<file path="src/design/regReadPkg.sv">
// ~~~~~~~~~~~~~~~~~~~~~~~~~~~~~~~~~~~~~~~~
// Register-read stage package.
// Sizes and shared types for the
// register file, bypass and scoreboard.
// ~~~~~~~~~~~~~~~~~~~~~~~~~~~~~~~~~~~~~~~~

`default_nettype none

package regReadPkg;

  // Machine width.
  localparam int NUM_LANES    = 4;
  localparam int NUM_RD_PORTS = 2 * NUM_LANES;  // Two sources per lane.

  // Physical register file.
  localparam int PHYS_REGS  = 64;
  localparam int PHYS_TAG_W = $clog2(PHYS_REGS);
  localparam int DATA_W     = 32;

  // Branch checkpoints.
  localparam int NUM_CKPTS = 8;
  localparam int CKPT_ID_W = $clog2(NUM_CKPTS);

  // Architectural registers are mapped and ready out of reset.
  localparam int NUM_ARCH_REGS = 34;

  localparam int PAYLOAD_W = 32;

  typedef logic [PHYS_TAG_W-1:0] physTag_t;
  typedef logic [DATA_W-1:0]     regData_t;
  typedef logic [NUM_CKPTS-1:0]  ckptMask_t;
  typedef logic [CKPT_ID_W-1:0]  ckptId_t;
  typedef logic [PAYLOAD_W-1:0]  payload_t;  // Opaque issue fields.
  typedef logic [PHYS_REGS-1:0]  readyMap_t;

  // Low registers ready, the free pool not ready.
  localparam readyMap_t READY_RESET = readyMap_t'({NUM_ARCH_REGS{1'b1}});

endpackage

`default_nettype wire
</file>
<file path="src/design/bypassSelect.sv">
// ~~~~~~~~~~~~~~~~~~~~~~~~~~~~~~~~~~~~~~~~
// Operand bypass select.
// Matches every source tag against the
// writeback lanes and picks the operand.
// ~~~~~~~~~~~~~~~~~~~~~~~~~~~~~~~~~~~~~~~~

`timescale 1ns/1ps
`default_nettype none

module bypassSelect
  import regReadPkg::*;
(
  // One entry per read port.
  input  physTag_t [NUM_RD_PORTS-1:0]  srcTag_i,
  input  regData_t [NUM_RD_PORTS-1:0]  fileData_i,

  // Writeback lanes of this cycle.
  input  logic     [NUM_LANES-1:0]     bypValid_i,
  input  physTag_t [NUM_LANES-1:0]     bypDest_i,
  input  regData_t [NUM_LANES-1:0]     bypData_i,

  output regData_t [NUM_RD_PORTS-1:0]  opData_o
);

  // Hit matrix, one row per read port.
  logic [NUM_RD_PORTS-1:0][NUM_LANES-1:0] hit;

  always_comb begin
    for (int p = 0; p < NUM_RD_PORTS; p++) begin
      for (int l = 0; l < NUM_LANES; l++) begin
        hit[p][l] = bypValid_i[l] && (srcTag_i[p] == bypDest_i[l]);
      end
    end
  end

  // Walk lanes from high to low so the lowest hit is assigned last.
  // No hit falls back to the file value.
  always_comb begin
    for (int p = 0; p < NUM_RD_PORTS; p++) begin
      opData_o[p] = fileData_i[p];
      for (int l = NUM_LANES - 1; l >= 0; l--) begin
        if (hit[p][l]) begin
          opData_o[p] = bypData_i[l];
        end
      end
    end
  end

endmodule

`default_nettype wire

</file>
<file path="config.mk">
export PLATFORM = sky130hd
export DESIGN_NAME = bypassSelect
export DESIGN_NICKNAME = d
export VERILOG_FILES = /design/src/design/regReadPkg.sv /design/src/design/bypassSelect.sv
export SDC_FILE = /design/constraint.sdc
export NUM_CORES = 1
export LEC_CHECK = 0
export ABC_CLOCK_PERIOD_IN_PS = 1750
export BUFFER_PORTS_ARGS = -buffer_cell sky130_fd_sc_hd__buf_2
export CORE_AREA = 8 8 272 274
export DETAILED_ROUTE_END_ITERATION = 6
export DIE_AREA = 0 0 280 282
export PLACE_DENSITY = 0.43
export RECOVER_POWER = 100
export SETUP_SLACK_MARGIN = 0.02
export SLEW_MARGIN = 20
export SYNTH_ARGS = -nofsm -noshare
export SYNTH_HDL_FRONTEND = slang
export SYNTH_SLANG_ARGS = --single-unit
</file>
<file path="constraint.sdc">
create_clock -name vclk -period 1.75
set_input_delay 0.0875 -clock vclk [all_inputs]
set_output_delay 0.0875 -clock vclk [all_outputs]
set_load 0.05 [all_outputs]
</file>
==> flow_summary.ini <==
[global_route]
gr-total-overflow = 0
grt_antenna_before_repair = 21
grt_max_degree = 65
first_global_vias = 25509
grtUsageTotal_pct = 35.8
grt_pass1_wl_mm = 204

[layout]
final-seq-area_um2 = 0
seq_cell_count = 0
syn2layout_area_growth_pct = 149
clock_buffers = 0
nets = 3727
utilization_pct = 50.5
drive_above_1_share_pct = 62.5
fill_cells = 6511

[sta]
fin_ws_ps = -469
slew_viol_final = 0
rsz0062_at_grt = true
fin_crit_ps = 2220
finalHoldViolations = 0
hold_ws_ps = 711
setup_viol = 256
max_clock_freq_ghz = 0.451
post-route-period-util_pct = 127
relSlewSlack_pct = 70.6
setup_tns_ps = -86390
tightest_slew_ps = 441

[synthesis]
synth-simple-area-share_pct = 30.8
ys_top_cells_by_area = o311ai_1 (14%), a211oi_1 (12%), nand3_1 (8.4%)
yosysTopAreaCellShare_pct = 13.7
synth_cell_types = 40
muxShareOfSynthArea_pct = 0
ys_seq_area_share_pct = 0
syn-cell-area_um2 = 14100
yosysWarnings = 0
synth_area_leader_cell = o311ai_1
synth_fa_ha_area_share_pct = 0
synth_xor_area_share_pct = 12.1
synthCells = 2310
synth.avg_cell_area_um2 = 6.11
synth_compound_area_share_pct = 44.1
synthesis.nets = 2770
synth_top_family_by_area = compound AO/OA/AOI/OAI gates

[power_and_ir_drop]
clockPowerShare_pct = 0
pwr-share-seq_pct = 0
p_leak_nw = 13.3
switching_share_pct = 58.7
peakVddDrop_uv = 320
p_sw_w = 0.00615
total_power_w = 0.0105
p_per_area_nw_per_um2 = 298
p_comb_share_pct = 100.0
p_int_w = 0.00432

[critical_path]
crit_path_end_kind = output pin
required_ps = 1660
path_class = input pin to output pin
crit_path_top_delay_cell = o311ai_4
worstPathCellList = buf_12 > buf_12 > xor2_4 > nor4_4 > buf_4 > and2_4 > buf_4 > buf_12 > a211oi_2 > o311ai_4 > buf_6
path_common_cell = buf_12
start_kind = input pin
slowest_delay_ps = 310
arrival_ps = 2130
crit_fanout = 6

[floorplan]
core-area_um2 = 69500
num_rows = 97
fp.dieH_um = 282
pin_count = 716
start_util_pct = 20.3
die-area_um2 = 79000
die_width_um = 280

[drt]
dr_total_vias = 26113
ant_nets = 0
wl_mm = 164
post_drt_wl_per_cell_um = 38.8
drtIter0Drc = 3262
firstDrtPassIters = 5
drc = 0
routed_via_density = 6.19

[hold_path]
hp-class = input pin to output pin

[place]
pre_cts_ws_ps = -1250
place_hpwl_mm = 116
place.gp.congestion = 0.950
io_buffers = 716

[clock_network]
ctsHoldBuffers = 0

[outcome]
violations = negative setup slack
status = complete, but fails checks

[run]
cap_viol_max_count = 0
stage by stage:
stage / instance area, µm² / std cells
after floorplan: 19800 / 2310
after global placement: 28100 / 3995
after detailed placement: 28100 / 3995
after CTS: 30500 / 4057
after global routing: 35100 / 4216
final: 35100 / 4221
what timing repair did:
action                     in CTS  in global routing
hold endpoints to repair        0                  0
pin swaps                      89                216
buffers inserted               57                130
cloned                         14                 43
gates resized for setup       478                663
setup endpoints to repair     256                256
logic make-up (layout without fill, tap and decap cells):
| kind of cell | count (synthesis) | count (layout) |
|---|---|---|
| XOR/XNOR | 192 | 192 |
| buffers and inverters | 423 | 1377 |
| AO/OA/AOI/OAI | 769 | 769 |
| AND/OR/NAND/NOR | 926 | 927 |
| other | 0 | 16 |
path summary, 6_finish.rpt:
path	from	end	depth (start not counted)
setup / recovery	bypDest_i[19]	opData_o[157]	11
hold / removal	bypData_i[31]	opData_o[31]	4
layout make-up:
type | count | area [µm²] | area share [%]
timing repair buffer | 1335 | 14200 | 40.4
tap | 940 | 1180 | 3.35
multi-input combinational | 1888 | 19600 | 55.7
inverter | 42 | 160 | 0.456
antenna | 16 | 40.0 | 0.114
synthesized netlist by cell type:
cell type,count
nand4_1,17
a211oi_2,27
a211o_1,1
clkbuf_1,199
xnor2_2,1
nor4b_1,2
nand3_1,237
o311ai_0,33
and3_1,34
nand4_2,1
and2_1,35
o211ai_1,3
buf_4,17
a21boi_0,141
or2_2,14
xor2_1,101
buf_1,98
buf_6,15
a21boi_1,51
nand2_1,282
nor4_1,3
and4bb_1,1
or2_1,2
nor3_1,48
nand2b_1,1
nor4_4,7
o311ai_1,220
inv_1,41
inv_2,1
a211oi_1,229
and4_1,2
xnor2_4,1
a221o_1,32
nor4_2,7
xnor2_1,89
o21ai_0,32
nor2_1,230
or3b_2,2
nor4b_2,1
buf_2,52
layer usage:
metal	track usage, %	share of wire (%)
met5	0	0.015
met1	43.5	37
met3	8.06	10
met2	57.8	44
met4	21.2	7.9
worst max-delay path, delay by kind of cell:
family                    cells  cell delay (ps)
buffers and inverters         6              960
and+or+nand+nor               2              460
AOI/OAI and AO/OA             2              410
xor gates and xnor gates      1              180
cell usage in the layout, fill, tap and decap left out, types with 25 or more instances in the layout:
| cell type | count |
|---|---|
| xnor2_1 | 64 |
| buf_8 | 41 |
| a21boi_1 | 85 |
| and3_1 | 32 |
| buf_12 | 249 |
| o311ai_4 | 222 |
| nand2_1 | 278 |
| a211oi_1 | 25 |
| nand3_1 | 228 |
| buf_6 | 247 |
| a21boi_0 | 91 |
| a211oi_2 | 116 |
| clkbuf_16 | 34 |
| xor2_1 | 61 |
| buf_2 | 419 |
| xor2_2 | 27 |
| nor2_1 | 220 |
| a211oi_4 | 115 |
| inv_1 | 41 |
| buf_4 | 327 |
| a221o_2 | 32 |
| nor3_2 | 25 |
power by group through the flow:
stage | logic (W) | registers (W) | clock network, W
detailed placement | 0.00869 | 0 | 0
global route | 0.0106 | 0 | 0.000000000843
global placement | 0.00867 | 0 | 0
floorplan | 0.00483 | 0 | 0
finish | 0.0105 | 0 | 0.00000000120
CTS | 0.00931 | 0 | 0
(Power assumes the default switching activity.)
