**config.mk**
```make
export PLATFORM = sky130hd
export DESIGN_NAME = readyScoreboard
export DESIGN_NICKNAME = d
export VERILOG_FILES = /design/src/design/regReadPkg.sv /design/src/design/readyScoreboard.sv
export SDC_FILE = /design/constraint.sdc
export NUM_CORES = 1
export LEC_CHECK = 0
export BUFFER_PORTS_ARGS = -buffer_cell sky130_fd_sc_hd__clkbuf_2
export CORE_UTILIZATION = 50
export CTS_BUF_LIST = sky130_fd_sc_hd__clkbuf_8
export DETAILED_ROUTE_END_ITERATION = 12
export GPL_ROUTABILITY_DRIVEN = 0
export PLACE_DENSITY_LB_ADDON = 0.2
export SLEW_MARGIN = 20
export SYNTH_ARGS = -nofsm -noshare
export SYNTH_HDL_FRONTEND = slang
export SYNTH_SLANG_ARGS = --single-unit
```
**constraint.sdc**
```tcl
create_clock -name clk -period 1.3 [get_ports clk]
set_clock_uncertainty 0.2 [all_clocks]
set_input_delay 0.13 -clock clk [delete_from_list [all_inputs] [get_ports clk]]
set_output_delay 0.13 -clock clk [all_outputs]
set_load 0.005 [all_outputs]
```
**src/design/regReadPkg.sv**
```systemverilog
// ~~~~~~~~~~~~~~~~~~~~~~~~~~~~~~~~~~~~~~~~
// Register-read stage package.
// Sizes and shared types for the
// register file, bypass and scoreboard.
// ~~~~~~~~~~~~~~~~~~~~~~~~~~~~~~~~~~~~~~~~

`default_nettype none

package regReadPkg;

  // Machine width.
  localparam int NUM_LANES    = 4;
  localparam int NUM_RD_PORTS = 2 * NUM_LANES;  // Two sources per lane.

  // Physical register file.
  localparam int PHYS_REGS  = 64;
  localparam int PHYS_TAG_W = $clog2(PHYS_REGS);
  localparam int DATA_W     = 32;

  // Branch checkpoints.
  localparam int NUM_CKPTS = 8;
  localparam int CKPT_ID_W = $clog2(NUM_CKPTS);

  // Architectural registers are mapped and ready out of reset.
  localparam int NUM_ARCH_REGS = 34;

  localparam int PAYLOAD_W = 32;

  typedef logic [PHYS_TAG_W-1:0] physTag_t;
  typedef logic [DATA_W-1:0]     regData_t;
  typedef logic [NUM_CKPTS-1:0]  ckptMask_t;
  typedef logic [CKPT_ID_W-1:0]  ckptId_t;
  typedef logic [PAYLOAD_W-1:0]  payload_t;  // Opaque issue fields.
  typedef logic [PHYS_REGS-1:0]  readyMap_t;

  // Low registers ready, the free pool not ready.
  localparam readyMap_t READY_RESET = readyMap_t'({NUM_ARCH_REGS{1'b1}});

endpackage

`default_nettype wire
```
**src/design/readyScoreboard.sv**
```systemverilog
// ~~~~~~~~~~~~~~~~~~~~~~~~~~~~~~~~~~~~~~~~
// Physical register ready scoreboard.
// One bit per register, cleared on unmap,
// set on wakeup, restored on exception.
// ~~~~~~~~~~~~~~~~~~~~~~~~~~~~~~~~~~~~~~~~

`timescale 1ns/1ps
`default_nettype none

module readyScoreboard
  import regReadPkg::*;
(
  input  logic                      clk,
  input  logic                      arstN_i,
  input  logic                      exceptionFlag_i,

  input  logic     [NUM_LANES-1:0]  unmapValid_i,
  input  physTag_t [NUM_LANES-1:0]  unmapTag_i,

  input  logic     [NUM_LANES-1:0]  wakeValid_i,
  input  physTag_t [NUM_LANES-1:0]  wakeTag_i,

  output readyMap_t                 phyRegRdy_o
);

  readyMap_t rdyQ;
  readyMap_t rdyNext;

  // Clears first, then sets.
  // A wakeup beats an unmap of the same tag.
  always_comb begin
    rdyNext = rdyQ;
    for (int l = 0; l < NUM_LANES; l++) begin
      if (unmapValid_i[l]) begin
        rdyNext[unmapTag_i[l]] = 1'b0;
      end
    end
    for (int l = 0; l < NUM_LANES; l++) begin
      if (wakeValid_i[l]) begin
        rdyNext[wakeTag_i[l]] = 1'b1;
      end
    end
  end

  always_ff @(posedge clk or negedge arstN_i) begin
    if (!arstN_i) begin
      rdyQ <= READY_RESET;
    end else if (exceptionFlag_i) begin
      rdyQ <= READY_RESET;  // Back to the architectural map.
    end else begin
      rdyQ <= rdyNext;
    end
  end

  assign phyRegRdy_o = rdyQ;

endmodule

`default_nettype wire

```
==> run metrics <==
status complete, but fails checks; failing checks negative setup slack; crit-path max FO 2; initial antenna violation count 0; row count 40; Max Root-Sink Buffers 2; clock transition at the registers of the reported paths 0.08 ns; GRT Util Overall between 40 and 50%; Slew Viols, Final 0; Net Switching 0.00190 W; global-route wire length before repair 44700 um; RSZ-0062 raised after global routing true; Pwr per Cell Area between 600 and 700 mW/mm^2; EDFF count, synth 0; Starting Density 51.4%; layout cells sized above 1 between 40% and 50%; WP data required slightly below 1 ns; clk sinks between 60 and 70; n_diodes 0; Syn Nets 869; Die ar. 0.0129 mm^2; Post-Layout Cell Count 1233; DRT Wirelength between 20000 and 30000 um; CTS tree done; M3 GR Usage 18.2%; Buf+Inv Stages, Crit Path 1; Hold Path Class input port to flip-flop; met2 Use GR 67.9%; #FFs+latches synth 64; crit share post-route 108%; Die W around 110 um; Post-route DRC 0; Clock Power Share 36.4%; max reg flops 64; Max VDD drop 0.401 mV; Comb pwr share 28.8%; Slew headroom 61.5%; Crit path max-delay family flip-flops; via count 8945; setup ws final -0.105 ns; Final nets 1119; switching part of the total 31.4%; DR WL/cell 24.0 um; CP Data Arrival Time 1.07 ns; crit end category output pin; clk_lat worst skew 0.36 ns; FMAX 712 MHz; total chip power 0.00606 W; DR iter-0 viols 1695; DP HPWL approximately 22000 um; Final Hold Viols 0; worst path cell trace clkbuf_2; Cells after DPL 1198; Slew @ Worst Pin 0.574 ns; maximum number of pins on one net before global-route repair 65; Root Driver clkbuf_8; Critical Path Source Type flip-flop; Overflow after GRT 0; fraction of registers with async set/reset 100%; final hold slack 0.0267 ns; remaining antenna violation count after routing 0; Max stage delay on crit path 0.59 ns; Syn Inst Count 810; Int Power 0.00416 W; CTS Buf Count 9; DRT Pass-1 Iters 11; Cell variety after synth 50; syn_area_per_cell between 7 and 8 um^2; Core Box Area 0.0121 mm^2; Die Y ~110 um; synth warn 0; synthesis-to-finish area growth 44.2%; max cap viols 0; vias per cell 7.25; vias in the first global route 8286; met1 Resource Use GR 53.3%; critical path's slowest cell dfstp_2; part of the power in registers 34.9%; H-tree level count 3; Final min period approximately 1.4 ns; leakage 3.56 nW; gr busiest metal met2; Netlist Area Pre-Place 0.00620 mm^2; register area share after synthesis a little over a quarter; I/O pin count 123; Setup Viol. Count Final 35; Setup CP Type flip-flop to output pin; I/O Buffers around 120; dominant synthesized flop cell dfstp_2
==> cell families (layout without fill, tap and decap cells) <==
| group | Yosys count | in the layout | share of synthesized area, % |
|---|---|---|---|
| DFF | 64 | 64 | 26.5 |
| and+or+nand+nor | 361 | 361 | 36.6 |
| buffers and inverters | 124 | 379 | 8.69 |
| AOI/OAI and AO/OA | 261 | 261 | 28.2 |
==> synthesized netlist by cell type, types with 13 or more instances <==
| library cell | instances | area, um^2 |
|---|---|---|
| a21oi_1 | 25 | 125 |
| a22oi_1 | 72 | 541 |
| and3b_1 | 13 | 114 |
| and4b_1 | 13 | 130 |
| buf_2 | 41 | 205 |
| clkbuf_1 | 74 | 278 |
| dfrtp_1 | 30 | 751 |
| dfstp_2 | 34 | 893 |
| nand2_1 | 89 | 334 |
| nand3_1 | 37 | 185 |
| nand3b_1 | 15 | 113 |
| nand4_1 | 29 | 181 |
| nand4b_1 | 13 | 114 |
| nor2_1 | 33 | 124 |
| nor3_1 | 34 | 170 |
| o22ai_1 | 130 | 813 |
==> layer usage <==
| layer | up-vias | wire length [um] |
|---|---|---|
| li1 | 3685 | - |
| met5 | - | 0 |
| met2 | 962 | 12100 |
| met1 | 3949 | 9940 |
| met4 | 0 | 2910 |
| met3 | 349 | 4630 |
==> placed cells by master (no fill, tap or decap), types with 12 or more instances in the layout <==
cell type,instances
a21oi_1,24
dfrtp_1,29
dfstp_2,34
nor2_1,33
nand2_1,89
nand3b_1,15
and3b_1,13
nor3_1,31
o22ai_2,21
buf_4,231
clkbuf_2,111
a22oi_1,72
nand4b_1,13
and4b_1,12
nand3_1,37
nand4_1,29
o22ai_1,109
==> per-stage QoR <==
| stage | setup slack, ns | TNS, ns | instance area [um^2] | util (%) |
|---|---|---|---|---|
| 6_report | -0.105 | -1.47 | 8950 | 74.2 |
| 3_3_place_gp | -0.355 | -15.95 | 8390 | 69.6 |
| 5_1_grt | -0.111 | -2.18 | 8950 | 74.2 |
| 4_1_cts | -0.0904 | -1.50 | 8780 | 72.8 |
| 3_5_place_dp | -0.456 | -18.17 | 8390 | 69.6 |
| 2_1_floorplan | -0.174 | -1.93 | 6850 | - |
==> final timing paths <==
path | slack [ns] | from | to | cells past startpoint
min in group asynchronous | 0.12 | arstN_i | phyRegRdy_o[55] | 3
setup reg to reg | 0.09 | phyRegRdy_o[33] | phyRegRdy_o[33] | 2
hold / removal | 0.03 | exceptionFlag_i | phyRegRdy_o[3] | 4
max in group asynchronous | 0.44 | arstN_i | phyRegRdy_o[24] | 3
hold reg to reg | 0.28 | phyRegRdy_o[27] | phyRegRdy_o[27] | 2
setup / recovery | -0.10 | phyRegRdy_o[3] | phyRegRdy_o[3] | 1
==> tightest hold or removal path, cell delays in order <==
cell,delay [ns]
clkbuf_2,0.17
nor3_1,0.08
buf_4,0.12
nand2_1,0.05
==> what timing repair did <==
action | CTS | global route
hold buffers | 2 | 0
setup endpoints to repair | 43 | 65
resized for setup | 2 | 35
pin swaps | 0 | 5
buffers inserted | 14 | 3
hold endpoints to repair | 66 | 0
==> final cells by class <==
cell class / count / area, um^2
clock inverters: 6 / 115
well taps: 168 / 210
repair buffers: 362 / 2540
multi-input cells: 622 / 4290
fillers: 915 / 3120
flip-flops and latches: 64 / 1650
inverters: 1 / 3.75
clock buffers: 10 / 138
==> power groups by stage <==
stage | clock [W] | combinational (W) | sequential [W]
final | 0.00220 | 0.00175 | 0.00211
after global routing | 0.00230 | 0.00180 | 0.00211
after CTS | 0.00221 | 0.00161 | 0.00211
after detailed placement | 0 | 0.00158 | 0.00214
after global placement | 0 | 0.00153 | 0.00214
after floorplan | 0 | 0.000884 | 0.00213
No activity file was read; power rests on OpenSTA's default activity.
